**src/if_stats_pkg.sv**
```systemverilog
// Interface statistics definitions
package if_stats_pkg;

   // Register port widths
   localparam int reg_word_width = 32;
   localparam int reg_addr_width = 8;

   // PCS/PMA status vector is read back in whole register words
   localparam int pcs_vector_words = 14;
   localparam int pcs_vector_width = pcs_vector_words * reg_word_width;

   typedef logic [reg_word_width-1:0]   reg_word_t;
   typedef logic [reg_addr_width-1:0]   reg_addr_t;
   typedef logic [7:0]                  port_num_t;
   typedef logic [1:0]                  mac_status_t;
   typedef logic [7:0]                  pcs_status_t;
   typedef logic [pcs_vector_width-1:0] pcs_vector_t;

   // CPU port handshake states
   typedef enum logic [1:0] {
      idle,
      acking,
      wait_release
   } port_state_t;

   // Identification fields
   localparam logic [15:0] block_code = 16'h2d10;
   // Shared-logic flavour of the interface
   localparam logic [3:0]  id_kind    = 4'h1;

   localparam reg_word_t version_default = 32'h0000_0100;
   localparam reg_word_t debug_base      = 32'h0000_0010;
   localparam reg_word_t flip_default    = 32'h0000_0000;
   localparam reg_word_t debug_default   = 32'h0000_0000;

   // Counter width incl. the sticky wrap bit
   localparam int pkt_count_width_default = 32;

   // Bits of the reset register
   localparam int reset_clear_bit = 0;
   localparam int reset_regs_bit  = 4;

   // Register map, byte offsets
   localparam reg_addr_t addr_id           = 8'h00;
   localparam reg_addr_t addr_version      = 8'h04;
   localparam reg_addr_t addr_reset        = 8'h08;
   localparam reg_addr_t addr_flip         = 8'h0c;
   localparam reg_addr_t addr_debug        = 8'h10;
   localparam reg_addr_t addr_interface_id = 8'h14;
   localparam reg_addr_t addr_pkt_in       = 8'h18;
   localparam reg_addr_t addr_pkt_out      = 8'h1c;
   localparam reg_addr_t addr_mac_status   = 8'h20;
   localparam reg_addr_t addr_pcs_status   = 8'h24;

   // Status vector window, one word every 4 bytes
   localparam reg_addr_t addr_vector_first = 8'h28;
   localparam reg_addr_t addr_vector_last  =
      reg_addr_t'(addr_vector_first + 4 * (pcs_vector_words - 1));

endpackage
```
**src/if_stats_top.sv**
```systemverilog
// Interface statistics block
module if_stats_top #(
   parameter int pkt_count_width = if_stats_pkg::pkt_count_width_default
) (
   input  logic                      core_clk,
   input  logic                      reset,
   input  logic                      cpu_req,
   input  logic                      cpu_write,
   input  if_stats_pkg::reg_addr_t   cpu_addr,
   input  if_stats_pkg::reg_word_t   cpu_wdata,
   output logic                      cpu_ack,
   output if_stats_pkg::reg_word_t   cpu_rdata,
   input  logic                      rx_tvalid,
   input  logic                      rx_tready,
   input  logic                      rx_tlast,
   input  logic                      tx_tvalid,
   input  logic                      tx_tready,
   input  logic                      tx_tlast,
   input  if_stats_pkg::mac_status_t mac_status,
   input  if_stats_pkg::pcs_status_t pcs_status,
   input  if_stats_pkg::pcs_vector_t pcs_vector,
   input  if_stats_pkg::port_num_t   interface_number
);

   logic                      acc_stb;
   logic                      acc_write;
   if_stats_pkg::reg_addr_t   acc_addr;
   if_stats_pkg::reg_word_t   acc_wdata;
   if_stats_pkg::reg_word_t   acc_rdata;
   if_stats_pkg::reg_word_t   rx_count;
   if_stats_pkg::reg_word_t   tx_count;
   logic                      rx_clear;
   logic                      tx_clear;
   if_stats_pkg::mac_status_t mac_status_q;
   if_stats_pkg::pcs_status_t pcs_status_q;
   logic [3:0]                word_index;
   if_stats_pkg::reg_word_t   vector_word;

   cpu_reg_port i_cpu_reg_port (
      .core_clk, .reset, .cpu_req, .cpu_write, .cpu_addr, .cpu_wdata,
      .cpu_ack, .cpu_rdata, .acc_stb, .acc_write, .acc_addr, .acc_wdata, .acc_rdata
   );

   // Packets towards the DMA
   packet_counter #(.count_width(pkt_count_width)) rx_counter (
      .core_clk, .reset, .pkt_valid(rx_tvalid), .pkt_ready(rx_tready),
      .pkt_last(rx_tlast), .clear(rx_clear), .count(rx_count)
   );

   // Packets from the DMA
   packet_counter #(.count_width(pkt_count_width)) tx_counter (
      .core_clk, .reset, .pkt_valid(tx_tvalid), .pkt_ready(tx_tready),
      .pkt_last(tx_tlast), .clear(tx_clear), .count(tx_count)
   );

   status_capture i_status_capture (
      .core_clk, .reset, .mac_status, .pcs_status, .pcs_vector,
      .word_index, .mac_status_q, .pcs_status_q, .vector_word
   );

   ctrl_regs i_ctrl_regs (
      .core_clk, .reset, .acc_stb, .acc_write, .acc_addr, .acc_wdata, .acc_rdata,
      .interface_number, .rx_count, .tx_count, .rx_clear, .tx_clear,
      .mac_status_q, .pcs_status_q, .word_index, .vector_word
   );

endmodule

```
**src/ctrl_regs.sv**
```systemverilog
// Register file and read decode
module ctrl_regs (
   input  logic                      core_clk,
   input  logic                      reset,
   input  logic                      acc_stb,
   input  logic                      acc_write,
   input  if_stats_pkg::reg_addr_t   acc_addr,
   input  if_stats_pkg::reg_word_t   acc_wdata,
   output if_stats_pkg::reg_word_t   acc_rdata,
   input  if_stats_pkg::port_num_t   interface_number,
   input  if_stats_pkg::reg_word_t   rx_count,
   input  if_stats_pkg::reg_word_t   tx_count,
   output logic                      rx_clear,
   output logic                      tx_clear,
   input  if_stats_pkg::mac_status_t mac_status_q,
   input  if_stats_pkg::pcs_status_t pcs_status_q,
   output logic [3:0]                word_index,
   input  if_stats_pkg::reg_word_t   vector_word
);

   if_stats_pkg::reg_word_t flip_q;
   if_stats_pkg::reg_word_t debug_q;
   logic                    wr_stb;
   logic                    rd_stb;
   logic                    reset_wr;
   logic                    clear_all;
   logic                    regs_default;
   logic                    vector_hit;

   assign wr_stb = acc_stb & acc_write;
   assign rd_stb = acc_stb & ~acc_write;

   // Reset register actions, the register itself stores nothing
   assign reset_wr     = wr_stb && (acc_addr == if_stats_pkg::addr_reset);
   assign regs_default = reset_wr & acc_wdata[if_stats_pkg::reset_regs_bit];
   assign clear_all    = reset_wr & (acc_wdata[if_stats_pkg::reset_clear_bit] |
                                     acc_wdata[if_stats_pkg::reset_regs_bit]);

   // Counters clear on read of their own address
   assign rx_clear = clear_all | (rd_stb && (acc_addr == if_stats_pkg::addr_pkt_in));
   assign tx_clear = clear_all | (rd_stb && (acc_addr == if_stats_pkg::addr_pkt_out));

   always_ff @(posedge core_clk) begin
      if (reset || regs_default) begin
         flip_q  <= if_stats_pkg::flip_default;
         debug_q <= if_stats_pkg::debug_default;
      end else if (wr_stb) begin
         if (acc_addr == if_stats_pkg::addr_flip) begin
            flip_q <= acc_wdata;
         end
         if (acc_addr == if_stats_pkg::addr_debug) begin
            debug_q <= acc_wdata;
         end
      end
   end

   // Word aligned address inside the status vector window
   assign vector_hit = (acc_addr >= if_stats_pkg::addr_vector_first) &&
                       (acc_addr <= if_stats_pkg::addr_vector_last) &&
                       (acc_addr[1:0] == 2'b00);
   assign word_index = 4'((acc_addr - if_stats_pkg::addr_vector_first) >> 2);

   always_comb begin
      acc_rdata = '0;
      case (acc_addr)
         if_stats_pkg::addr_id: begin
            // Kind, spare nibble, port number, block code
            acc_rdata = {if_stats_pkg::id_kind, 4'h0, interface_number,
                         if_stats_pkg::block_code};
         end
         if_stats_pkg::addr_version:      acc_rdata = if_stats_pkg::version_default;
         if_stats_pkg::addr_reset:        acc_rdata = '0;
         if_stats_pkg::addr_flip:         acc_rdata = ~flip_q;
         if_stats_pkg::addr_debug:        acc_rdata = if_stats_pkg::debug_base + debug_q;
         if_stats_pkg::addr_interface_id: acc_rdata = 32'(interface_number);
         if_stats_pkg::addr_pkt_in:       acc_rdata = rx_count;
         if_stats_pkg::addr_pkt_out:      acc_rdata = tx_count;
         if_stats_pkg::addr_mac_status:   acc_rdata = 32'(mac_status_q);
         if_stats_pkg::addr_pcs_status:   acc_rdata = 32'(pcs_status_q);
         default: begin
            if (vector_hit) begin
               acc_rdata = vector_word;
            end
         end
      endcase
   end

endmodule

```
**src/status_capture.sv**
```systemverilog
// MAC and PCS/PMA status capture
module status_capture (
   input  logic                        core_clk,
   input  logic                        reset,
   input  if_stats_pkg::mac_status_t   mac_status,
   input  if_stats_pkg::pcs_status_t   pcs_status,
   input  if_stats_pkg::pcs_vector_t   pcs_vector,
   input  logic [3:0]                  word_index,
   output if_stats_pkg::mac_status_t   mac_status_q,
   output if_stats_pkg::pcs_status_t   pcs_status_q,
   output if_stats_pkg::reg_word_t     vector_word
);

   if_stats_pkg::pcs_vector_t pcs_vector_q;

   // Status flags sampled every cycle
   always_ff @(posedge core_clk) begin
      if (reset) begin
         mac_status_q <= '0;
         pcs_status_q <= '0;
      end else begin
         mac_status_q <= mac_status;
         pcs_status_q <= pcs_status;
      end
   end

   always_ff @(posedge core_clk) begin
      pcs_vector_q <= pcs_vector;
   end

   // Word 0 sits in the least significant bits
   always_comb begin
      if (word_index < 4'(if_stats_pkg::pcs_vector_words)) begin
         vector_word = pcs_vector_q[word_index * if_stats_pkg::reg_word_width +:
                                    if_stats_pkg::reg_word_width];
      end else begin
         vector_word = '0;
      end
   end

endmodule

```
**src/packet_counter.sv**
```systemverilog
// Packet counter with sticky wrap flag
module packet_counter #(
   parameter int count_width = if_stats_pkg::pkt_count_width_default
) (
   input  logic                    core_clk,
   input  logic                    reset,
   input  logic                    pkt_valid,
   input  logic                    pkt_ready,
   input  logic                    pkt_last,
   input  logic                    clear,
   output if_stats_pkg::reg_word_t count
);

   // Low bits count packets, the top bit remembers a wrap
   logic [count_width-2:0] low_q;
   logic                   wrap_q;
   logic                   pkt_done;

   // Last beat of a packet accepted by the sink
   assign pkt_done = pkt_valid & pkt_ready & pkt_last;

   always_ff @(posedge core_clk) begin
      if (reset || clear) begin
         // Clear wins over a packet ending on the same edge
         low_q  <= '0;
         wrap_q <= 1'b0;
      end else if (pkt_done) begin
         low_q <= low_q + 1'b1;
         if (&low_q) begin
            wrap_q <= 1'b1;
         end
      end
   end

   assign count = if_stats_pkg::reg_word_t'({wrap_q, low_q});

endmodule

```
**src/cpu_reg_port.sv**
```systemverilog
// CPU register port slave
module cpu_reg_port (
   input  logic                   core_clk,
   input  logic                   reset,
   input  logic                   cpu_req,
   input  logic                   cpu_write,
   input  if_stats_pkg::reg_addr_t cpu_addr,
   input  if_stats_pkg::reg_word_t cpu_wdata,
   output logic                   cpu_ack,
   output if_stats_pkg::reg_word_t cpu_rdata,
   output logic                   acc_stb,
   output logic                   acc_write,
   output if_stats_pkg::reg_addr_t acc_addr,
   output if_stats_pkg::reg_word_t acc_wdata,
   input  if_stats_pkg::reg_word_t acc_rdata
);

   if_stats_pkg::port_state_t state;

   always_ff @(posedge core_clk) begin
      if (reset) begin
         state     <= if_stats_pkg::idle;
         cpu_rdata <= '0;
      end else begin
         case (state)
            if_stats_pkg::idle: begin
               if (cpu_req) begin
                  state <= if_stats_pkg::acking;
               end
            end
            if_stats_pkg::acking: begin
               // Single access cycle, capture what the decode returns
               cpu_rdata <= acc_rdata;
               state     <= if_stats_pkg::wait_release;
            end
            if_stats_pkg::wait_release: begin
               // Hold ack until the master lets go of req
               if (!cpu_req) begin
                  state <= if_stats_pkg::idle;
               end
            end
            default: begin
               state <= if_stats_pkg::idle;
            end
         endcase
      end
   end

   // Ack is high from the access edge until req is seen low
   assign cpu_ack = (state == if_stats_pkg::wait_release);

   // Strobe for exactly one cycle per transaction
   assign acc_stb = (state == if_stats_pkg::acking);

   // Master holds these stable while req is high
   assign acc_write = cpu_write;
   assign acc_addr  = cpu_addr;
   assign acc_wdata = cpu_wdata;

endmodule

```
**config.mk**
```make
export PLATFORM = sky130hd
export DESIGN_NAME = if_stats_top
export DESIGN_NICKNAME = d
export VERILOG_FILES = /design/src/if_stats_pkg.sv /design/src/if_stats_top.sv /design/src/ctrl_regs.sv /design/src/status_capture.sv /design/src/packet_counter.sv /design/src/cpu_reg_port.sv
export SDC_FILE = /design/constraint.sdc
export NUM_CORES = 1
export LEC_CHECK = 0
export BUFFER_PORTS_ARGS = -buffer_cell sky130_fd_sc_hd__clkbuf_2
export CORE_MARGIN = 2
export CORE_UTILIZATION = 40
export DETAILED_ROUTE_END_ITERATION = 8
export GPL_ROUTABILITY_DRIVEN = 0
export HOLD_SLACK_MARGIN = 0.15
export PLACE_DENSITY = 0.66
export SLEW_MARGIN = 15
export SYNTH_ARGS = -nofsm -noshare
export SYNTH_HDL_FRONTEND = slang
export SYNTH_SLANG_ARGS = --single-unit
```
**constraint.sdc**
```tcl
create_clock -name core_clk -period 2.7 [get_ports core_clk]
set_input_delay 0.54 -clock core_clk [delete_from_list [all_inputs] [get_ports core_clk]]
set_output_delay 0.54 -clock core_clk [all_outputs]
set_load 0.005 [all_outputs]
```
==> flow_summary.ini <==
[hold_path]
hold-path-endpoint = i_ctrl_regs.debug_q[26]
hold_depth = 3
hold_class = primary input to register
hold_path.startpoint = cpu_wdata[26]

[placed_design]
io_buffers = 548
dp_cells = 3096
dp_wirelength_um = 62200

[logic_synthesis]
most_instantiated_library_cell_after_synthesis = dfxtp_1
syn_avg_cell_area_sq_um = 11.3
synth_enable_flop_cells = 0
ys_seq_area_frac = 0.592
synth_async_sr_flop_share = 0
synthesis.instances = 1852
netlist_top_cells_count = dfxtp_1 (620), nand2_1 (224), nor2_1 (144)
synth_warnings = 0
syn-cell-area_sq_um = 21000
post_synthesis_cell_type_with_the_largest_combined_area = dfxtp_1
synth_top_cells_by_area = dfxtp_1 (59%), mux4_2 (8.8%), mux2i_1 (4.3%)
postSynthNetCount = 2372
post_synth_num_cell_types = 66
primary_ff_master_synth = dfxtp_1
post-synth-top-area-fraction = 0.592
synth-seq-cells = 620

[grt]
grt_pass1_vias = 21300
initial_antenna_violation_count = 26
pin_count_of_the_biggest_net_entering_global_routing = 65
gr-total-overflow = 0
global_route_wire_length_before_repair_um = 135000
groute.usage.overall = 0.340

[sta]
rsz0062_at_grt = false
skew_ns = 0.0216
fmax_mhz = 414
transition_time_at_the_pin_with_the_least_slew_margin_ns = 1.06
setup_viol_count_final = 0
finalCritPeriodShare = 0.896
report.final.hold_viol_count = 0
maxSlewHeadroom = 0.291
hold_ws_ns = 0.165
layout_min_cycle_time_ns = 2.42
slew_viol_final = 0

[power_and_ir_drop]
power.static_leakage_nw = 13.6
maximum_vdd_drop_mv = 0.490
power.density_cell_area_nw_per_um2 = 663

[run_status]
status = finished clean

[routing]
detail-route-antenna-nets = 0
wl_per_cell_um = 25.5
routed-via-count = 20100
avgViaCountPerCell = 5.45
drc_errors = 0
drt-pass1-iter-count = 6
route.final.wire_length_um = 94100
initialDrtViolationCount = 2071

[floorplan]
core_sq_um = 51600
die_width_um = 233
core_rows = 83
pin_count = 549
fp.dieH_um = 233
initial_utilization = 0.406
design.die.area_sq_um = 54300

[clocking]
cts_tree = done
cts_resized = 0
cts.reportedPaths.clkPinSlew_ns = 0.06
post_cts_buffers = 0
clkLatencyLatePin_ns = 0.63
cts-buffers-inserted = 60
clock_tree.buffer_depth = 3
cts_max_level = 2
num_clock_sinks = 620
cts-root-buf = clkbuf_16

[layout]
layout-area-overhead-vs-synth_pct = 52.2
layout.cells.non_filler = 3695
post_route_cells_drive_above_1_share = 0.295
layout.nets = 3460
filler_cell_count = 3791

[setup_path]
worst_path_cell_trace = nand4_2, or3_1, nor4_1, xor2_1, a221oi_1, nor3_1
cp_slowest_stage_delay_ns = 0.58
worstPathArrival_ns = 2.95
cp_num_buf_inv = 0
timing.critical_path.fanout_max = 10
timing_worst_setup_path_type = register to register
critical_path.reg2reg.endpoint = i_cpu_reg_port.cpu_rdata[27]
regToRegSetupSlack_ns = 0.28
critical_path_s_slowest_cell = or3_1
crit_path_end_kind = register
critical_path.startpoint_type = register
cp.depth = 6
required_ns = 3.24
worst_r2r_startpoint = i_ctrl_regs.debug_q[12]
reg2regPathDepth = 6
worst_path_dominant_cell_family = simple AND/OR/NAND/NOR gates

[flow_run]
max-cap-violations = 0
## cell usage in the layout (no fill, tap or decap), types with 25 or more instances in the layout
| cell | count |
|---|---|
| diode_2 | 26 |
| mux2i_1 | 91 |
| clkbuf_2 | 546 |
| xnor2_1 | 43 |
| nand2_1 | 224 |
| dlygate4sd3_1 | 462 |
| nand3_1 | 47 |
| buf_4 | 110 |
| mux4_2 | 82 |
| xor2_1 | 43 |
| nand4_1 | 25 |
| dfxtp_1 | 620 |
| nor3_1 | 33 |
| a21oi_1 | 96 |
| nor2_1 | 144 |
| clkbuf_16 | 60 |
| o21ai_0 | 53 |
## power breakdown
part	switching (W)	total (W)	internal [W]
logic	0.00115	0.00245	0.00129
clock network	0.00388	0.00896	0.00507
registers	0.000209	0.00976	0.00955
total	0.00525	0.0212	0.0159
## worst max-delay path by stage
stage                            startpoint                           end
global route        i_ctrl_regs.debug_q[13]  i_cpu_reg_port.cpu_rdata[25]
finish              i_ctrl_regs.debug_q[12]  i_cpu_reg_port.cpu_rdata[27]
floorplan                       cpu_addr[3]  i_cpu_reg_port.cpu_rdata[10]
global placement                cpu_addr[4]  i_cpu_reg_port.cpu_rdata[30]
detailed placement              cpu_addr[3]  i_cpu_reg_port.cpu_rdata[30]
CTS                             cpu_addr[4]  i_cpu_reg_port.cpu_rdata[30]
## routing by layer
layer  up-vias  GRT usage  share of wire
met4        10      0.217          0.070
li1       8736          -              -
met2      1345      0.577           0.49
met3       391      0.106           0.11
met5         -          0        0.00065
met1      9655      0.369           0.34
## registers in the layout, indices dropped and copies added (netlist names)
name / cells
i_status_capture.mac_status_q: 2
rx_counter.wrap_q: 1
tx_counter.wrap_q: 1
i_cpu_reg_port.state: 2
i_ctrl_regs.flip_q: 32
i_cpu_reg_port.cpu_rdata: 32
tx_counter.low_q: 31
i_status_capture.pcs_status_q: 8
i_ctrl_regs.debug_q: 32
rx_counter.low_q: 31
i_status_capture.pcs_vector_q: 448
## through the flow
step           setup TNS (ns)  utilization  total power [W]  setup slack (ns)  area, sq um
2_1_floorplan               0            -           0.0106          0.000341        21000
3_3_place_gp           -0.660        0.488           0.0117            -0.192        25200
3_5_place_dp            -1.29        0.488           0.0117            -0.223        25200
4_1_cts                     0        0.617           0.0209             0.400        31900
5_1_grt                     0        0.618           0.0217             0.199        31900
6_report                    0        0.619           0.0212             0.282        31900
## what timing repair did
| item | in CTS | in global routing |
|---|---|---|
| endpoints found under the setup margin | 0 | 0 |
| hold endpoints to repair | 464 | 0 |
| hold buffers | 462 | 0 |
## cells by family after synthesis
| logic type | count (synthesis) | share of synthesized area |
|---|---|---|
| mux | 173 | 0.131 |
| fa+ha+maj | 4 | 0.00239 |
| xor+xnor | 88 | 0.0367 |
| buf+inv | 127 | 0.0294 |
| compound gates | 279 | 0.0855 |
| simple gates | 561 | 0.123 |
| flops | 620 | 0.592 |
## cell type report
| cell class | instances | area (sq um) | share of cell area |
|---|---|---|---|
| Clock buffer | 76 | 1630 | 0.0511 |
| Inverter | 19 | 71.3 | 0.00223 |
| Tap cell | 680 | 851 | 0.0266 |
| Sequential cell | 620 | 12400 | 0.389 |
| Clock inverter | 35 | 430 | 0.0135 |
| Antenna cell | 26 | 65.1 | 0.00204 |
| Timing Repair Buffer | 1134 | 8490 | 0.266 |
| Multi-Input combinational cell | 1105 | 7980 | 0.250 |
## worst register-to-register path: stages (launching register included)
cell and delay, ns:
dfxtp_1 0.46, nand4_2 0.21, or3_1 0.58, nor4_1 0.40, xor2_1 0.39, a221oi_1 0.15, nor3_1 0.14
Power figures use the tool's default switching activity.
